### config.mk
export PLATFORM = sky130hd
export DESIGN_NAME = pipeline_unit
export DESIGN_NICKNAME = d
export VERILOG_FILES = /design/src/rv_pkg.sv /design/src/alu.sv /design/src/branch.sv /design/src/hazard.sv /design/src/ir_dec_ctrl.sv /design/src/pipeline_unit.sv /design/src/registers.sv
export SDC_FILE = /design/constraint.sdc
export NUM_CORES = 2
export LEC_CHECK = 0
export ABC_CLOCK_PERIOD_IN_PS = 17000
export BUFFER_PORTS_ARGS = -buffer_cell sky130_fd_sc_hd__buf_2
export CAP_MARGIN = 20
export CORE_ASPECT_RATIO = 1.75
export CORE_UTILIZATION = 55
export DETAILED_ROUTE_END_ITERATION = 16
export GPL_TIMING_DRIVEN = 0
export PLACE_DENSITY = 0.71
export SLEW_MARGIN = 20
export SYNTH_ARGS = -nofsm -noshare
export SYNTH_HDL_FRONTEND = slang
export SYNTH_SLANG_ARGS = --single-unit
### constraint.sdc
create_clock -name clk -period 17 [get_ports clk]
set_clock_uncertainty 0.2 [all_clocks]
set_input_delay 2.55 -clock clk [delete_from_list [all_inputs] [get_ports clk]]
set_output_delay 2.55 -clock clk [all_outputs]
set_load 0.02 [all_outputs]
### src/rv_pkg.sv
package rv_pkg;

  localparam int xlen = 32;
  localparam int reg_count = 32;

  typedef logic [xlen-1:0] word_t;
  typedef logic [4:0] reg_idx_t;
  typedef logic [2:0] func3_t;
  typedef logic [6:0] opcode_t;

  // Base opcodes
  localparam opcode_t op_lui    = 7'b0110111;
  localparam opcode_t op_auipc  = 7'b0010111;
  localparam opcode_t op_jal    = 7'b1101111;
  localparam opcode_t op_jalr   = 7'b1100111;
  localparam opcode_t op_branch = 7'b1100011;
  localparam opcode_t op_load   = 7'b0000011;
  localparam opcode_t op_store  = 7'b0100011;
  localparam opcode_t op_imm    = 7'b0010011;
  localparam opcode_t op_reg    = 7'b0110011;

  // Branch conditions
  localparam func3_t f3_beq  = 3'b000;
  localparam func3_t f3_bne  = 3'b001;
  localparam func3_t f3_blt  = 3'b100;
  localparam func3_t f3_bge  = 3'b101;
  localparam func3_t f3_bltu = 3'b110;
  localparam func3_t f3_bgeu = 3'b111;

  // Integer op funct3
  localparam func3_t f3_add  = 3'b000;
  localparam func3_t f3_sll  = 3'b001;
  localparam func3_t f3_slt  = 3'b010;
  localparam func3_t f3_sltu = 3'b011;
  localparam func3_t f3_xor  = 3'b100;
  localparam func3_t f3_sr   = 3'b101;
  localparam func3_t f3_or   = 3'b110;
  localparam func3_t f3_and  = 3'b111;

  typedef enum logic [3:0] {
    alu_add,
    alu_sub,
    alu_sll,
    alu_slt,
    alu_sltu,
    alu_xor,
    alu_srl,
    alu_sra,
    alu_or,
    alu_and,
    alu_pass_b
  } alu_op_e;

  typedef enum logic [1:0] {fwd_raw, fwd_mem, fwd_wb} fwd_sel_e;

  typedef enum logic [1:0] {a_reg, a_pc, a_zero} a_src_e;

  // addi x0, x0, 0
  localparam word_t nop_instr = 32'h0000_0013;

endpackage

### src/alu.sv
`timescale 1ns/10ps

module alu (
  input  rv_pkg::alu_op_e op,
  input  rv_pkg::word_t   a,
  input  rv_pkg::word_t   b,
  output rv_pkg::word_t   result
);
  import rv_pkg::*;

  logic [4:0] shamt;
  logic       lt_s;
  logic       lt_u;

  assign shamt = b[4:0];
  assign lt_s  = $signed(a) < $signed(b);
  assign lt_u  = a < b;

  always_comb begin
    case (op)
      alu_add: begin
        result = a + b;
      end
      alu_sub: begin
        result = a - b;
      end
      alu_sll: begin
        result = a << shamt;
      end
      alu_slt: begin
        result = {{(xlen-1){1'b0}}, lt_s};
      end
      alu_sltu: begin
        result = {{(xlen-1){1'b0}}, lt_u};
      end
      alu_xor: begin
        result = a ^ b;
      end
      alu_srl: begin
        result = a >> shamt;
      end
      alu_sra: begin
        result = word_t'($signed(a) >>> shamt);
      end
      alu_or: begin
        result = a | b;
      end
      alu_and: begin
        result = a & b;
      end
      // lui
      default: begin
        result = b;
      end
    endcase
  end

endmodule

### src/branch.sv
`timescale 1ns/10ps

module branch (
  input  rv_pkg::func3_t func3,
  input  rv_pkg::word_t  opr1,
  input  rv_pkg::word_t  opr2,
  output logic           taken
);
  import rv_pkg::*;

  logic eq;
  logic lt_s;
  logic lt_u;

  assign eq   = opr1 == opr2;
  assign lt_s = $signed(opr1) < $signed(opr2);
  assign lt_u = opr1 < opr2;

  always_comb begin
    case (func3)
      f3_beq:  taken = eq;
      f3_bne:  taken = !eq;
      f3_blt:  taken = lt_s;
      f3_bge:  taken = !lt_s;
      f3_bltu: taken = lt_u;
      f3_bgeu: taken = !lt_u;
      default: taken = 1'b0;
    endcase
  end

endmodule

### src/hazard.sv
`timescale 1ns/10ps

module hazard (
  input  rv_pkg::reg_idx_t rs1_e,
  input  rv_pkg::reg_idx_t rs2_e,
  input  rv_pkg::reg_idx_t rs1_d,
  input  rv_pkg::reg_idx_t rs2_d,
  input  rv_pkg::reg_idx_t rd_e,
  input  rv_pkg::reg_idx_t rd_m,
  input  rv_pkg::reg_idx_t rd_w,
  input  logic             we_m,
  input  logic             we_w,
  input  logic             load_e,
  input  logic             use1_d,
  input  logic             use2_d,
  output rv_pkg::fwd_sel_e sel1,
  output rv_pkg::fwd_sel_e sel2,
  output logic             load_use
);
  import rv_pkg::*;

  logic hit1_d;
  logic hit2_d;

  // Youngest producer wins
  function automatic fwd_sel_e source(reg_idx_t rs);
    if (rs == '0) begin
      return fwd_raw;
    end
    if (we_m && rd_m == rs) begin
      return fwd_mem;
    end
    if (we_w && rd_w == rs) begin
      return fwd_wb;
    end
    return fwd_raw;
  endfunction

  assign sel1 = source(rs1_e);
  assign sel2 = source(rs2_e);

  // Load data only exists from write-back on, so hold decode one cycle
  assign hit1_d   = use1_d && (rs1_d == rd_e);
  assign hit2_d   = use2_d && (rs2_d == rd_e);
  assign load_use = load_e && (rd_e != '0) && (hit1_d || hit2_d);

endmodule

### src/ir_dec_ctrl.sv
`timescale 1ns/10ps

module ir_dec_ctrl (
  input  rv_pkg::word_t    ir,
  output rv_pkg::reg_idx_t rs1,
  output rv_pkg::reg_idx_t rs2,
  output rv_pkg::reg_idx_t rd,
  output rv_pkg::word_t    imm,
  output rv_pkg::func3_t   func3,
  output rv_pkg::alu_op_e  alu_op,
  output rv_pkg::a_src_e   a_src,
  output logic             b_imm,
  output logic             reg_we,
  output logic             is_load,
  output logic             is_store,
  output logic             is_branch,
  output logic             is_jal,
  output logic             is_jalr,
  output logic             uses_rs1,
  output logic             uses_rs2
);
  import rv_pkg::*;

  opcode_t opcode;
  word_t imm_i, imm_s, imm_b, imm_u, imm_j;
  alu_op_e int_op;

  assign opcode = ir[6:0];
  assign rs1    = ir[19:15];
  assign rs2    = ir[24:20];
  assign rd     = ir[11:7];
  assign func3  = ir[14:12];

  assign imm_i = {{20{ir[31]}}, ir[31:20]};
  assign imm_s = {{20{ir[31]}}, ir[31:25], ir[11:7]};
  assign imm_b = {{19{ir[31]}}, ir[31], ir[7], ir[30:25], ir[11:8], 1'b0};
  assign imm_u = {ir[31:12], 12'b0};
  assign imm_j = {{11{ir[31]}}, ir[31], ir[19:12], ir[20], ir[30:21], 1'b0};

  // Bit 30 picks sub only in the register form, sra in both
  always_comb begin
    case (func3)
      f3_add:  int_op = (opcode == op_reg && ir[30]) ? alu_sub : alu_add;
      f3_sll:  int_op = alu_sll;
      f3_slt:  int_op = alu_slt;
      f3_sltu: int_op = alu_sltu;
      f3_xor:  int_op = alu_xor;
      f3_sr:   int_op = ir[30] ? alu_sra : alu_srl;
      f3_or:   int_op = alu_or;
      default: int_op = alu_and;
    endcase
  end

  always_comb begin
    imm       = '0;
    alu_op    = alu_add;
    a_src     = a_reg;
    b_imm     = 1'b0;
    reg_we    = 1'b0;
    is_load   = 1'b0;
    is_store  = 1'b0;
    is_branch = 1'b0;
    is_jal    = 1'b0;
    is_jalr   = 1'b0;
    uses_rs1  = 1'b0;
    uses_rs2  = 1'b0;
    case (opcode)
      op_lui: begin
        imm    = imm_u;
        alu_op = alu_pass_b;
        a_src  = a_zero;
        b_imm  = 1'b1;
        reg_we = 1'b1;
      end
      op_auipc: begin
        imm    = imm_u;
        a_src  = a_pc;
        b_imm  = 1'b1;
        reg_we = 1'b1;
      end
      op_jal: begin
        imm    = imm_j;
        reg_we = 1'b1;
        is_jal = 1'b1;
      end
      op_jalr: begin
        imm      = imm_i;
        reg_we   = 1'b1;
        is_jalr  = 1'b1;
        uses_rs1 = 1'b1;
      end
      op_branch: begin
        imm       = imm_b;
        is_branch = 1'b1;
        uses_rs1  = 1'b1;
        uses_rs2  = 1'b1;
      end
      op_load: begin
        imm      = imm_i;
        b_imm    = 1'b1;
        reg_we   = 1'b1;
        is_load  = 1'b1;
        uses_rs1 = 1'b1;
      end
      op_store: begin
        imm      = imm_s;
        b_imm    = 1'b1;
        is_store = 1'b1;
        uses_rs1 = 1'b1;
        uses_rs2 = 1'b1;
      end
      op_imm: begin
        imm      = imm_i;
        alu_op   = int_op;
        b_imm    = 1'b1;
        reg_we   = 1'b1;
        uses_rs1 = 1'b1;
      end
      op_reg: begin
        alu_op   = int_op;
        reg_we   = 1'b1;
        uses_rs1 = 1'b1;
        uses_rs2 = 1'b1;
      end
      default: begin
        // Unknown opcode runs as a bubble
        imm = '0;
      end
    endcase
  end

endmodule

### src/pipeline_unit.sv
`timescale 1ns/10ps

module pipeline_unit (
  input  logic          clk,
  input  logic          arst_n,
  input  rv_pkg::word_t instr,
  input  rv_pkg::word_t data_mem,
  output rv_pkg::word_t pc_addr,
  output logic          mem_we,
  output logic          mem_re,
  output rv_pkg::word_t mem_addr,
  output rv_pkg::word_t mem_wdata
);
  import rv_pkg::*;

  // Fetch and decode
  word_t pc_f, pc_d, instr_d;
  reg_idx_t rs1_d, rs2_d, rd_d;
  word_t imm_d, r1_d, r2_d;
  func3_t func3_d;
  alu_op_e alu_fn_d;
  a_src_e a_sel_d;
  logic b_imm_d, reg_we_d, is_load_d, is_store_d, is_branch_d, is_jal_d, is_jalr_d;
  logic use1_d, use2_d;

  // Execute
  word_t pc_e, r1_e, r2_e, imm_e;
  func3_t func3_e;
  reg_idx_t rs1_e, rs2_e, rd_e;
  alu_op_e alu_fn_e;
  a_src_e a_sel_e;
  logic b_imm_e, reg_we_e, is_load_e, is_store_e, is_branch_e, is_jal_e, is_jalr_e;
  fwd_sel_e sel1, sel2;
  word_t opr1, opr2, alu_a, alu_b, alu_res;
  word_t jalr_sum, target_e, link_e;
  logic taken, redirect, load_use;

  // Memory
  word_t alu_m, wdata_m, link_m, fwd_m;
  reg_idx_t rd_m;
  logic reg_we_m, is_load_m, is_store_m, jump_m;

  // Write-back
  word_t alu_w, link_w, wb_data;
  reg_idx_t rd_w;
  logic reg_we_w, is_load_w, jump_w;

  function automatic word_t pick(fwd_sel_e sel, word_t raw, word_t from_m, word_t from_w);
    case (sel)
      fwd_mem: return from_m;
      fwd_wb:  return from_w;
      default: return raw;
    endcase
  endfunction

  assign pc_addr = pc_f;

  // A redirect wins over a stall and replaces the fetched word with a bubble
  always_ff @(posedge clk or negedge arst_n) begin
    if (!arst_n) begin
      pc_f    <= '0;
      instr_d <= nop_instr;
    end else if (redirect) begin
      pc_f    <= target_e;
      instr_d <= nop_instr;
    end else if (!load_use) begin
      pc_f    <= pc_f + 32'd4;
      instr_d <= instr;
    end
  end

  always_ff @(posedge clk) begin
    if (redirect || !load_use) begin
      pc_d <= pc_f;
    end
  end

  ir_dec_ctrl ir_dec_ctrl_i (
    .ir       (instr_d),
    .rs1      (rs1_d),
    .rs2      (rs2_d),
    .rd       (rd_d),
    .imm      (imm_d),
    .func3    (func3_d),
    .alu_op   (alu_fn_d),
    .a_src    (a_sel_d),
    .b_imm    (b_imm_d),
    .reg_we   (reg_we_d),
    .is_load  (is_load_d),
    .is_store (is_store_d),
    .is_branch(is_branch_d),
    .is_jal   (is_jal_d),
    .is_jalr  (is_jalr_d),
    .uses_rs1 (use1_d),
    .uses_rs2 (use2_d)
  );

  registers registers_i (
    .clk   (clk),
    .arst_n(arst_n),
    .we    (reg_we_w),
    .rs1   (rs1_d),
    .rs2   (rs2_d),
    .rd    (rd_w),
    .wdata (wb_data),
    .rdata1(r1_d),
    .rdata2(r2_d)
  );

  // Execute control, cleared by a flush or a load-use bubble
  always_ff @(posedge clk or negedge arst_n) begin
    if (!arst_n) begin
      reg_we_e    <= 1'b0;
      is_load_e   <= 1'b0;
      is_store_e  <= 1'b0;
      is_branch_e <= 1'b0;
      is_jal_e    <= 1'b0;
      is_jalr_e   <= 1'b0;
    end else if (redirect || load_use) begin
      reg_we_e    <= 1'b0;
      is_load_e   <= 1'b0;
      is_store_e  <= 1'b0;
      is_branch_e <= 1'b0;
      is_jal_e    <= 1'b0;
      is_jalr_e   <= 1'b0;
    end else begin
      reg_we_e    <= reg_we_d;
      is_load_e   <= is_load_d;
      is_store_e  <= is_store_d;
      is_branch_e <= is_branch_d;
      is_jal_e    <= is_jal_d;
      is_jalr_e   <= is_jalr_d;
    end
  end

  always_ff @(posedge clk) begin
    pc_e     <= pc_d;
    r1_e     <= r1_d;
    r2_e     <= r2_d;
    imm_e    <= imm_d;
    func3_e  <= func3_d;
    rs1_e    <= rs1_d;
    rs2_e    <= rs2_d;
    rd_e     <= rd_d;
    alu_fn_e <= alu_fn_d;
    a_sel_e  <= a_sel_d;
    b_imm_e  <= b_imm_d;
  end

  hazard hazard_i (
    .rs1_e   (rs1_e),
    .rs2_e   (rs2_e),
    .rs1_d   (rs1_d),
    .rs2_d   (rs2_d),
    .rd_e    (rd_e),
    .rd_m    (rd_m),
    .rd_w    (rd_w),
    .we_m    (reg_we_m),
    .we_w    (reg_we_w),
    .load_e  (is_load_e),
    .use1_d  (use1_d),
    .use2_d  (use2_d),
    .sel1    (sel1),
    .sel2    (sel2),
    .load_use(load_use)
  );

  assign opr1 = pick(sel1, r1_e, fwd_m, wb_data);
  assign opr2 = pick(sel2, r2_e, fwd_m, wb_data);

  always_comb begin
    case (a_sel_e)
      a_pc:    alu_a = pc_e;
      a_zero:  alu_a = '0;
      default: alu_a = opr1;
    endcase
  end

  assign alu_b = b_imm_e ? imm_e : opr2;

  alu alu_i (
    .op    (alu_fn_e),
    .a     (alu_a),
    .b     (alu_b),
    .result(alu_res)
  );

  branch branch_i (
    .func3(func3_e),
    .opr1 (opr1),
    .opr2 (opr2),
    .taken(taken)
  );

  assign jalr_sum = opr1 + imm_e;
  assign target_e = is_jalr_e ? {jalr_sum[xlen-1:1], 1'b0} : pc_e + imm_e;
  assign link_e   = pc_e + 32'd4;
  assign redirect = is_jal_e | is_jalr_e | (is_branch_e & taken);

  always_ff @(posedge clk or negedge arst_n) begin
    if (!arst_n) begin
      reg_we_m   <= 1'b0;
      is_load_m  <= 1'b0;
      is_store_m <= 1'b0;
      jump_m     <= 1'b0;
      reg_we_w   <= 1'b0;
      is_load_w  <= 1'b0;
      jump_w     <= 1'b0;
    end else begin
      reg_we_m   <= reg_we_e;
      is_load_m  <= is_load_e;
      is_store_m <= is_store_e;
      jump_m     <= is_jal_e | is_jalr_e;
      reg_we_w   <= reg_we_m;
      is_load_w  <= is_load_m;
      jump_w     <= jump_m;
    end
  end

  always_ff @(posedge clk) begin
    alu_m   <= alu_res;
    wdata_m <= opr2;
    link_m  <= link_e;
    rd_m    <= rd_e;
    alu_w   <= alu_m;
    link_w  <= link_m;
    rd_w    <= rd_m;
  end

  assign mem_we    = is_store_m;
  assign mem_re    = is_load_m;
  assign mem_addr  = alu_m;
  assign mem_wdata = wdata_m;

  // Link value must also be visible to the memory-stage forward path
  assign fwd_m   = jump_m ? link_m : alu_m;
  assign wb_data = jump_w ? link_w : (is_load_w ? data_mem : alu_w);

endmodule

### src/registers.sv
`timescale 1ns/10ps

module registers (
  input  logic             clk,
  input  logic             arst_n,
  input  logic             we,
  input  rv_pkg::reg_idx_t rs1,
  input  rv_pkg::reg_idx_t rs2,
  input  rv_pkg::reg_idx_t rd,
  input  rv_pkg::word_t    wdata,
  output rv_pkg::word_t    rdata1,
  output rv_pkg::word_t    rdata2
);
  import rv_pkg::*;

  word_t regs [reg_count];
  logic  wr_ok;

  // x0 is never written, so it reads back as zero
  assign wr_ok = we && (rd != '0);

  always_ff @(posedge clk or negedge arst_n) begin
    if (!arst_n) begin
      for (int i = 0; i < reg_count; i++) begin
        regs[i] <= '0;
      end
    end else if (wr_ok) begin
      regs[rd] <= wdata;
    end
  end

  // Write-back value bypasses the array in the same cycle
  assign rdata1 = (wr_ok && rd == rs1) ? wdata : regs[rs1];
  assign rdata2 = (wr_ok && rd == rs2) ? wdata : regs[rs2];

endmodule

==> out/qor.txt, run 1 <==
GRT Util Overall -> 0.6613
FF+latch count, synth -> 1456
First-pass GRT wire length -> 685.3 mm
H-tree Lvls -> 4
Clock tree buffer depth -> 3
Grt ovf -> 189
EDFF count, synth -> 32
Failed at -> 5_1_grt
Ys async rst share -> 0.7562
Cell Area, Synth -> 0.08120 sq mm
Netlist cell types -> 97
Register area share after synthesis -> 0.4308
Largest net degree at the start of global routing -> 150
Post-CTS Resized -> 0
Dominant cell type by area after synthesis -> dfrtp_1
Die Ht -> 510.3 um
Status -> did not finish
I/O Pins -> 164
Initial Util -> 0.5538
Post-Synthesis Cells -> 7885
Post-DP HPWL -> 336.3 mm
Clock root cell -> clkbuf_16
Tool Error -> [ERROR GRT-0116] Global routing finished with congestion. Check the congestion regions in the DRC Viewer.
Rows -> 186
Top post-synthesis cells by area -> dfrtp_1, mux4_2, dfxtp_1
Die Wd -> 292.5 um
Area share of the largest cell type after synthesis -> 0.3384
Synth Area per Inst -> 10.30 sq um
Total CTS buffers -> 136
Number of global-route vias before repair -> 84.41k
Main synth FF type -> dfrtp_1
Routability Congestion -> 1.160
Sink Count -> 1456
Hold-fix buffers, CTS -> 0
Syn nets -> 8150
# port buffers -> 163
Post-CTS setup repair buffer count -> 0
Yosys warns -> 0
cells by family after synthesis:
group,after synthesis,synth area share
adders and majority gates,199,0.03103
buffers and inverters,885,0.04174
xor gates and xnor gates,157,0.01693
DFF,1456,0.4308
muxes,818,0.2012
and+or+nand+nor,2092,0.1088
AOI/OAI and AO/OA,2278,0.1696
Yosys cell counts, drive strengths merged (26+ instances only):
master	instances
a211oi	98
a21o	81
a21oi	368
a221oi	48
a2bb2oi	27
a31oi	34
and2	32
buf	104
clkbuf	604
dfrtp	1098
dfxtp	323
edfxtp	32
ha	195
inv	174
mux2	50
mux2i	122
mux4	646
nand2	1363
nand3	79
nand4	41
nor2	305
nor2b	95
nor3	51
o211ai	33
o21ai	1189
o21bai	37
o221ai	26
o22ai	30
o2bb2ai	28
xnor2	97
xor2	60
layer usage:
metal | GRT usage | GRT overflow
met1 | 0.6349 | 2
met2 | 0.9167 | 94
met3 | 0.3882 | 1
met4 | 0.7581 | 92
met5 | 0.04974 | 0
stage by stage:
| step | setup slack, ns | std cells | cell area [sq um] | util |
|---|---|---|---|---|
| after floorplan | 9.347 | 7885 | 81200 | - |
| after global placement | -9.913 | 9928 | 84370 | 0.5755 |
| after detailed placement | 5.867 | 9975 | 85470 | 0.5830 |
| after CTS | 6.170 | 10226 | 90220 | 0.6153 |
==> run 2: changes to the inputs <==
Settings changed: CORE_ASPECT_RATIO 1.75 to unset, CORE_UTILIZATION 55 to 40, PLACE_DENSITY 0.71 to unset, PLACE_DENSITY_LB_ADDON set to 0.15.
==> run 2 against run 1 <==
Net effect: the run now ends clean; synthesized cell count did not move; area after synthesis did not move.
==> out/qor.txt, run 2 <==
Minimum clock period -> 10.62 ns
Clk slew on worst S/H paths -> 0.06 ns
Tightest Pin Transition -> 1.332 ns
Yosys warns -> 0 (unchanged)
Gr busiest metal -> met2
Clock tree buffer depth -> 3 (unchanged)
WS Path Type -> register to register
Setup TNS -> 0 ns
Initial antenna violation count -> 55
TritonCTS clock tree -> yes
Clock root cell -> clkbuf_16
Post-CTS setup repair buffer count -> 0 (unchanged)
Count leader, synth -> nand2_1
Met2 Use GR -> 0.5977
WL final -> 416.3 mm
Syn nets -> 8150 (unchanged)
CP startpoint kind -> register
CORE AREA -> 0.2019 sq mm
CP Data Required Time -> 17.45 ns
RSZ-0062 raised after global routing -> false
Most frequent cells in the layout -> nand2_1, o21ai_0, dfrtp_1
Commonest cells post-synth -> nand2_1, o21ai_0, dfrtp_1
Initial Util -> 0.4022 (-0.1517)
CP endpoint kind -> register
CP startpoint -> rd_w[4]
Most common cell after layout, fill and taps aside -> nand2_1
Worst path arrival time -> 11.08 ns
Sink Count -> 1456 (unchanged)
Post-CTS Resized -> 0 (unchanged)
Largest net degree at the start of global routing -> 136
Cell Area, Synth -> 0.08120 sq mm (unchanged)
Crit share post-route -> 0.6248
Die area -> 0.2048 sq mm
CP max FO -> 11
Lkg Pwr -> 37.78 nW
Worst min path class -> register to register
Fin. Hold Viols -> 0
Share of cells above drive strength 1 -> 0.1610
Netlist cell types -> 97 (unchanged)
CP max-delay cell -> clkbuf_1
Rows -> 165 (-11%)
EDFF count, synth -> 32 (unchanged)
Area Growth Syn to Fin -> 13.30%
Initial DRC count -> 9602
FF-to-FF setup slack -> 6.38 ns
Post-DP HPWL -> 326.0 mm (-3.1%)
Last element of the critical path -> mem_addr[26]
I/O Pins -> 164 (unchanged)
Routability Congestion -> 1.063 (-8.4%)
Dominant cell type by area after synthesis -> dfrtp_1
# port buffers -> 163 (unchanged)
Post-Synthesis Cells -> 7885 (unchanged)
Total CTS buffers -> 165 (+21%)
GRT Util Overall -> 0.4028
Max_cap viols -> 0
Hold-fix buffers, CTS -> 0 (unchanged)
Met1 usage in global routing -> 0.5006
Main synth FF type -> dfrtp_1
Area share of the largest cell type after synthesis -> 0.3384 (unchanged)
Post-layout util -> 0.4557
Critical path's most frequent cell -> clkbuf_1
Worst skew pair latency -> 0.84 ns
Die Wd -> 452.6 um (+55%)
Worst IR Drop VDD -> 0.1334 mV
Number of global-route vias before repair -> 70.25k
Worst reg2reg endpoint -> mem_addr[26]
First-pass GRT wire length -> 570.9 mm
Grt ovf -> 0
Top post-synthesis cells by area -> dfrtp_1, mux4_2, dfxtp_1
# setup viols final -> 0
DR DRC count -> 0
Die Ht -> 452.6 um (-11%)
Vias per cell -> 6.554
FF+latch count, synth -> 1456 (unchanged)
Reg2Reg Depth -> 28
H-tree Lvls -> 4 (unchanged)
Status -> finished clean
P per Cell Area -> 127.8 mW/mm^2
Net total in the final layout -> 8518
Largest register FFs -> 1024
GR Layer Usage met3 -> 0.1040
Synth Area per Inst -> 10.30 sq um (unchanged)
Slowest stage delay, CP -> 0.75 ns
Final slew viol count -> 0
FMAX -> 0.09415 GHz
Total number of vias -> 72.69k
Reg2reg start -> rd_w[4]
Avg WL per Cell -> 37.53 um
Relative slew margins -> 0.1121
Largest Register -> registers_i.regs
Register area share after synthesis -> 0.4308 (unchanged)
Final ANT Viol Nets -> 0
Drt pass-1 iters -> 7
Ys async rst share -> 0.7562 (unchanged)
-- run 2: cell counts after synthesis --
Identical to the previous run, type by type.
-- run 2: cells by family after synthesis --
| group | share of synthesized area |
|---|---|
| compound gates | 0.1696 |
| xor+xnor | 0.01693 |
| fa+ha+maj | 0.03103 |
| buf+inv | 0.04174 |
| flops | 0.4308 |
| mux | 0.2012 |
| simple gates | 0.1088 |
-- run 2: power by group --
| group | internal, mW | total [mW] | switching (mW) |
|---|---|---|---|
| Combinational | 1.06 | 3.44 | 2.37 |
| Clock | 2.16 | 3.74 | 1.58 |
| Sequential | 3.96 | 4.59 | 0.625 |
| Total | 7.19 | 11.8 | 4.57 |
-- run 2: how the worst min path moves through the flow --
stage | from | endpoint | slack [ns] | depth (start not counted)
6_report | pc_d[24] | pc_e[24] | 0.12 | 0
5_1_grt | pc_d[28] | pc_e[28] | 0.13 | 0
4_1_cts | link_m[13] | link_w[13] | 0.12 | 0
3_5_place_dp | pc_d[29] | pc_e[29] | 0.13 | 0
3_3_place_gp | pc_d[22] | pc_e[22] | 0.12 | 0
2_1_floorplan | pc_d[0] | pc_e[0] | 0.12 | 0
-- run 2: layout make-up --
| type | count | area [sq um] |
|---|---|---|
| Timing Repair Buffer | 201 | 1413 |
| Clock buffer | 243 | 4900 |
| Fill cell | 19371 | 109900 |
| Sequential cell | 1456 | 34980 |
| Buffer | 708 | 2794 |
| Inverter | 177 | 664.4 |
| Clock inverter | 60 | 739.5 |
| Tap cell | 2672 | 3343 |
| Multi-Input combinational cell | 5544 | 43090 |
| Antenna cell | 30 | 75.07 |
-- run 2: critical path, delay by kind of cell (launching register included) --
family / cells / cell delay, ns
DFF: 1 / 0.37
AOI/OAI and AO/OA: 12 / 4.26
xor gates and xnor gates: 1 / 0.15
adders and majority gates: 2 / 0.46
and+or+nand+nor: 4 / 1.01
buffers and inverters: 9 / 3.96
-- run 2: through the flow --
stage	setup slack (ns)	instances	instance area (sq um)	power [mW]	hold WS (ns)
6_report	6.379	11091	92000	11.76	0.1193
5_1_grt	6.210	11072	91950	12.04	0.1301
4_1_cts	6.847	11060	91890	11.62	0.1217
3_5_place_dp	6.208	10757	86250	7.903	0.1285
3_3_place_gp	-11.76	10720	85360	7.811	0.1238
2_1_floorplan	9.347	7885	81200	6.086	0.1233
-- run 2: routing by layer --
layer / share of wire / vias to the layer above
met3: 0.10 / 1240
met5: 0.00022 / -
li1: - / 29645
met1: 0.37 / 37263
met2: 0.43 / 4528
met4: 0.094 / 14
(Power assumes the default switching activity.)
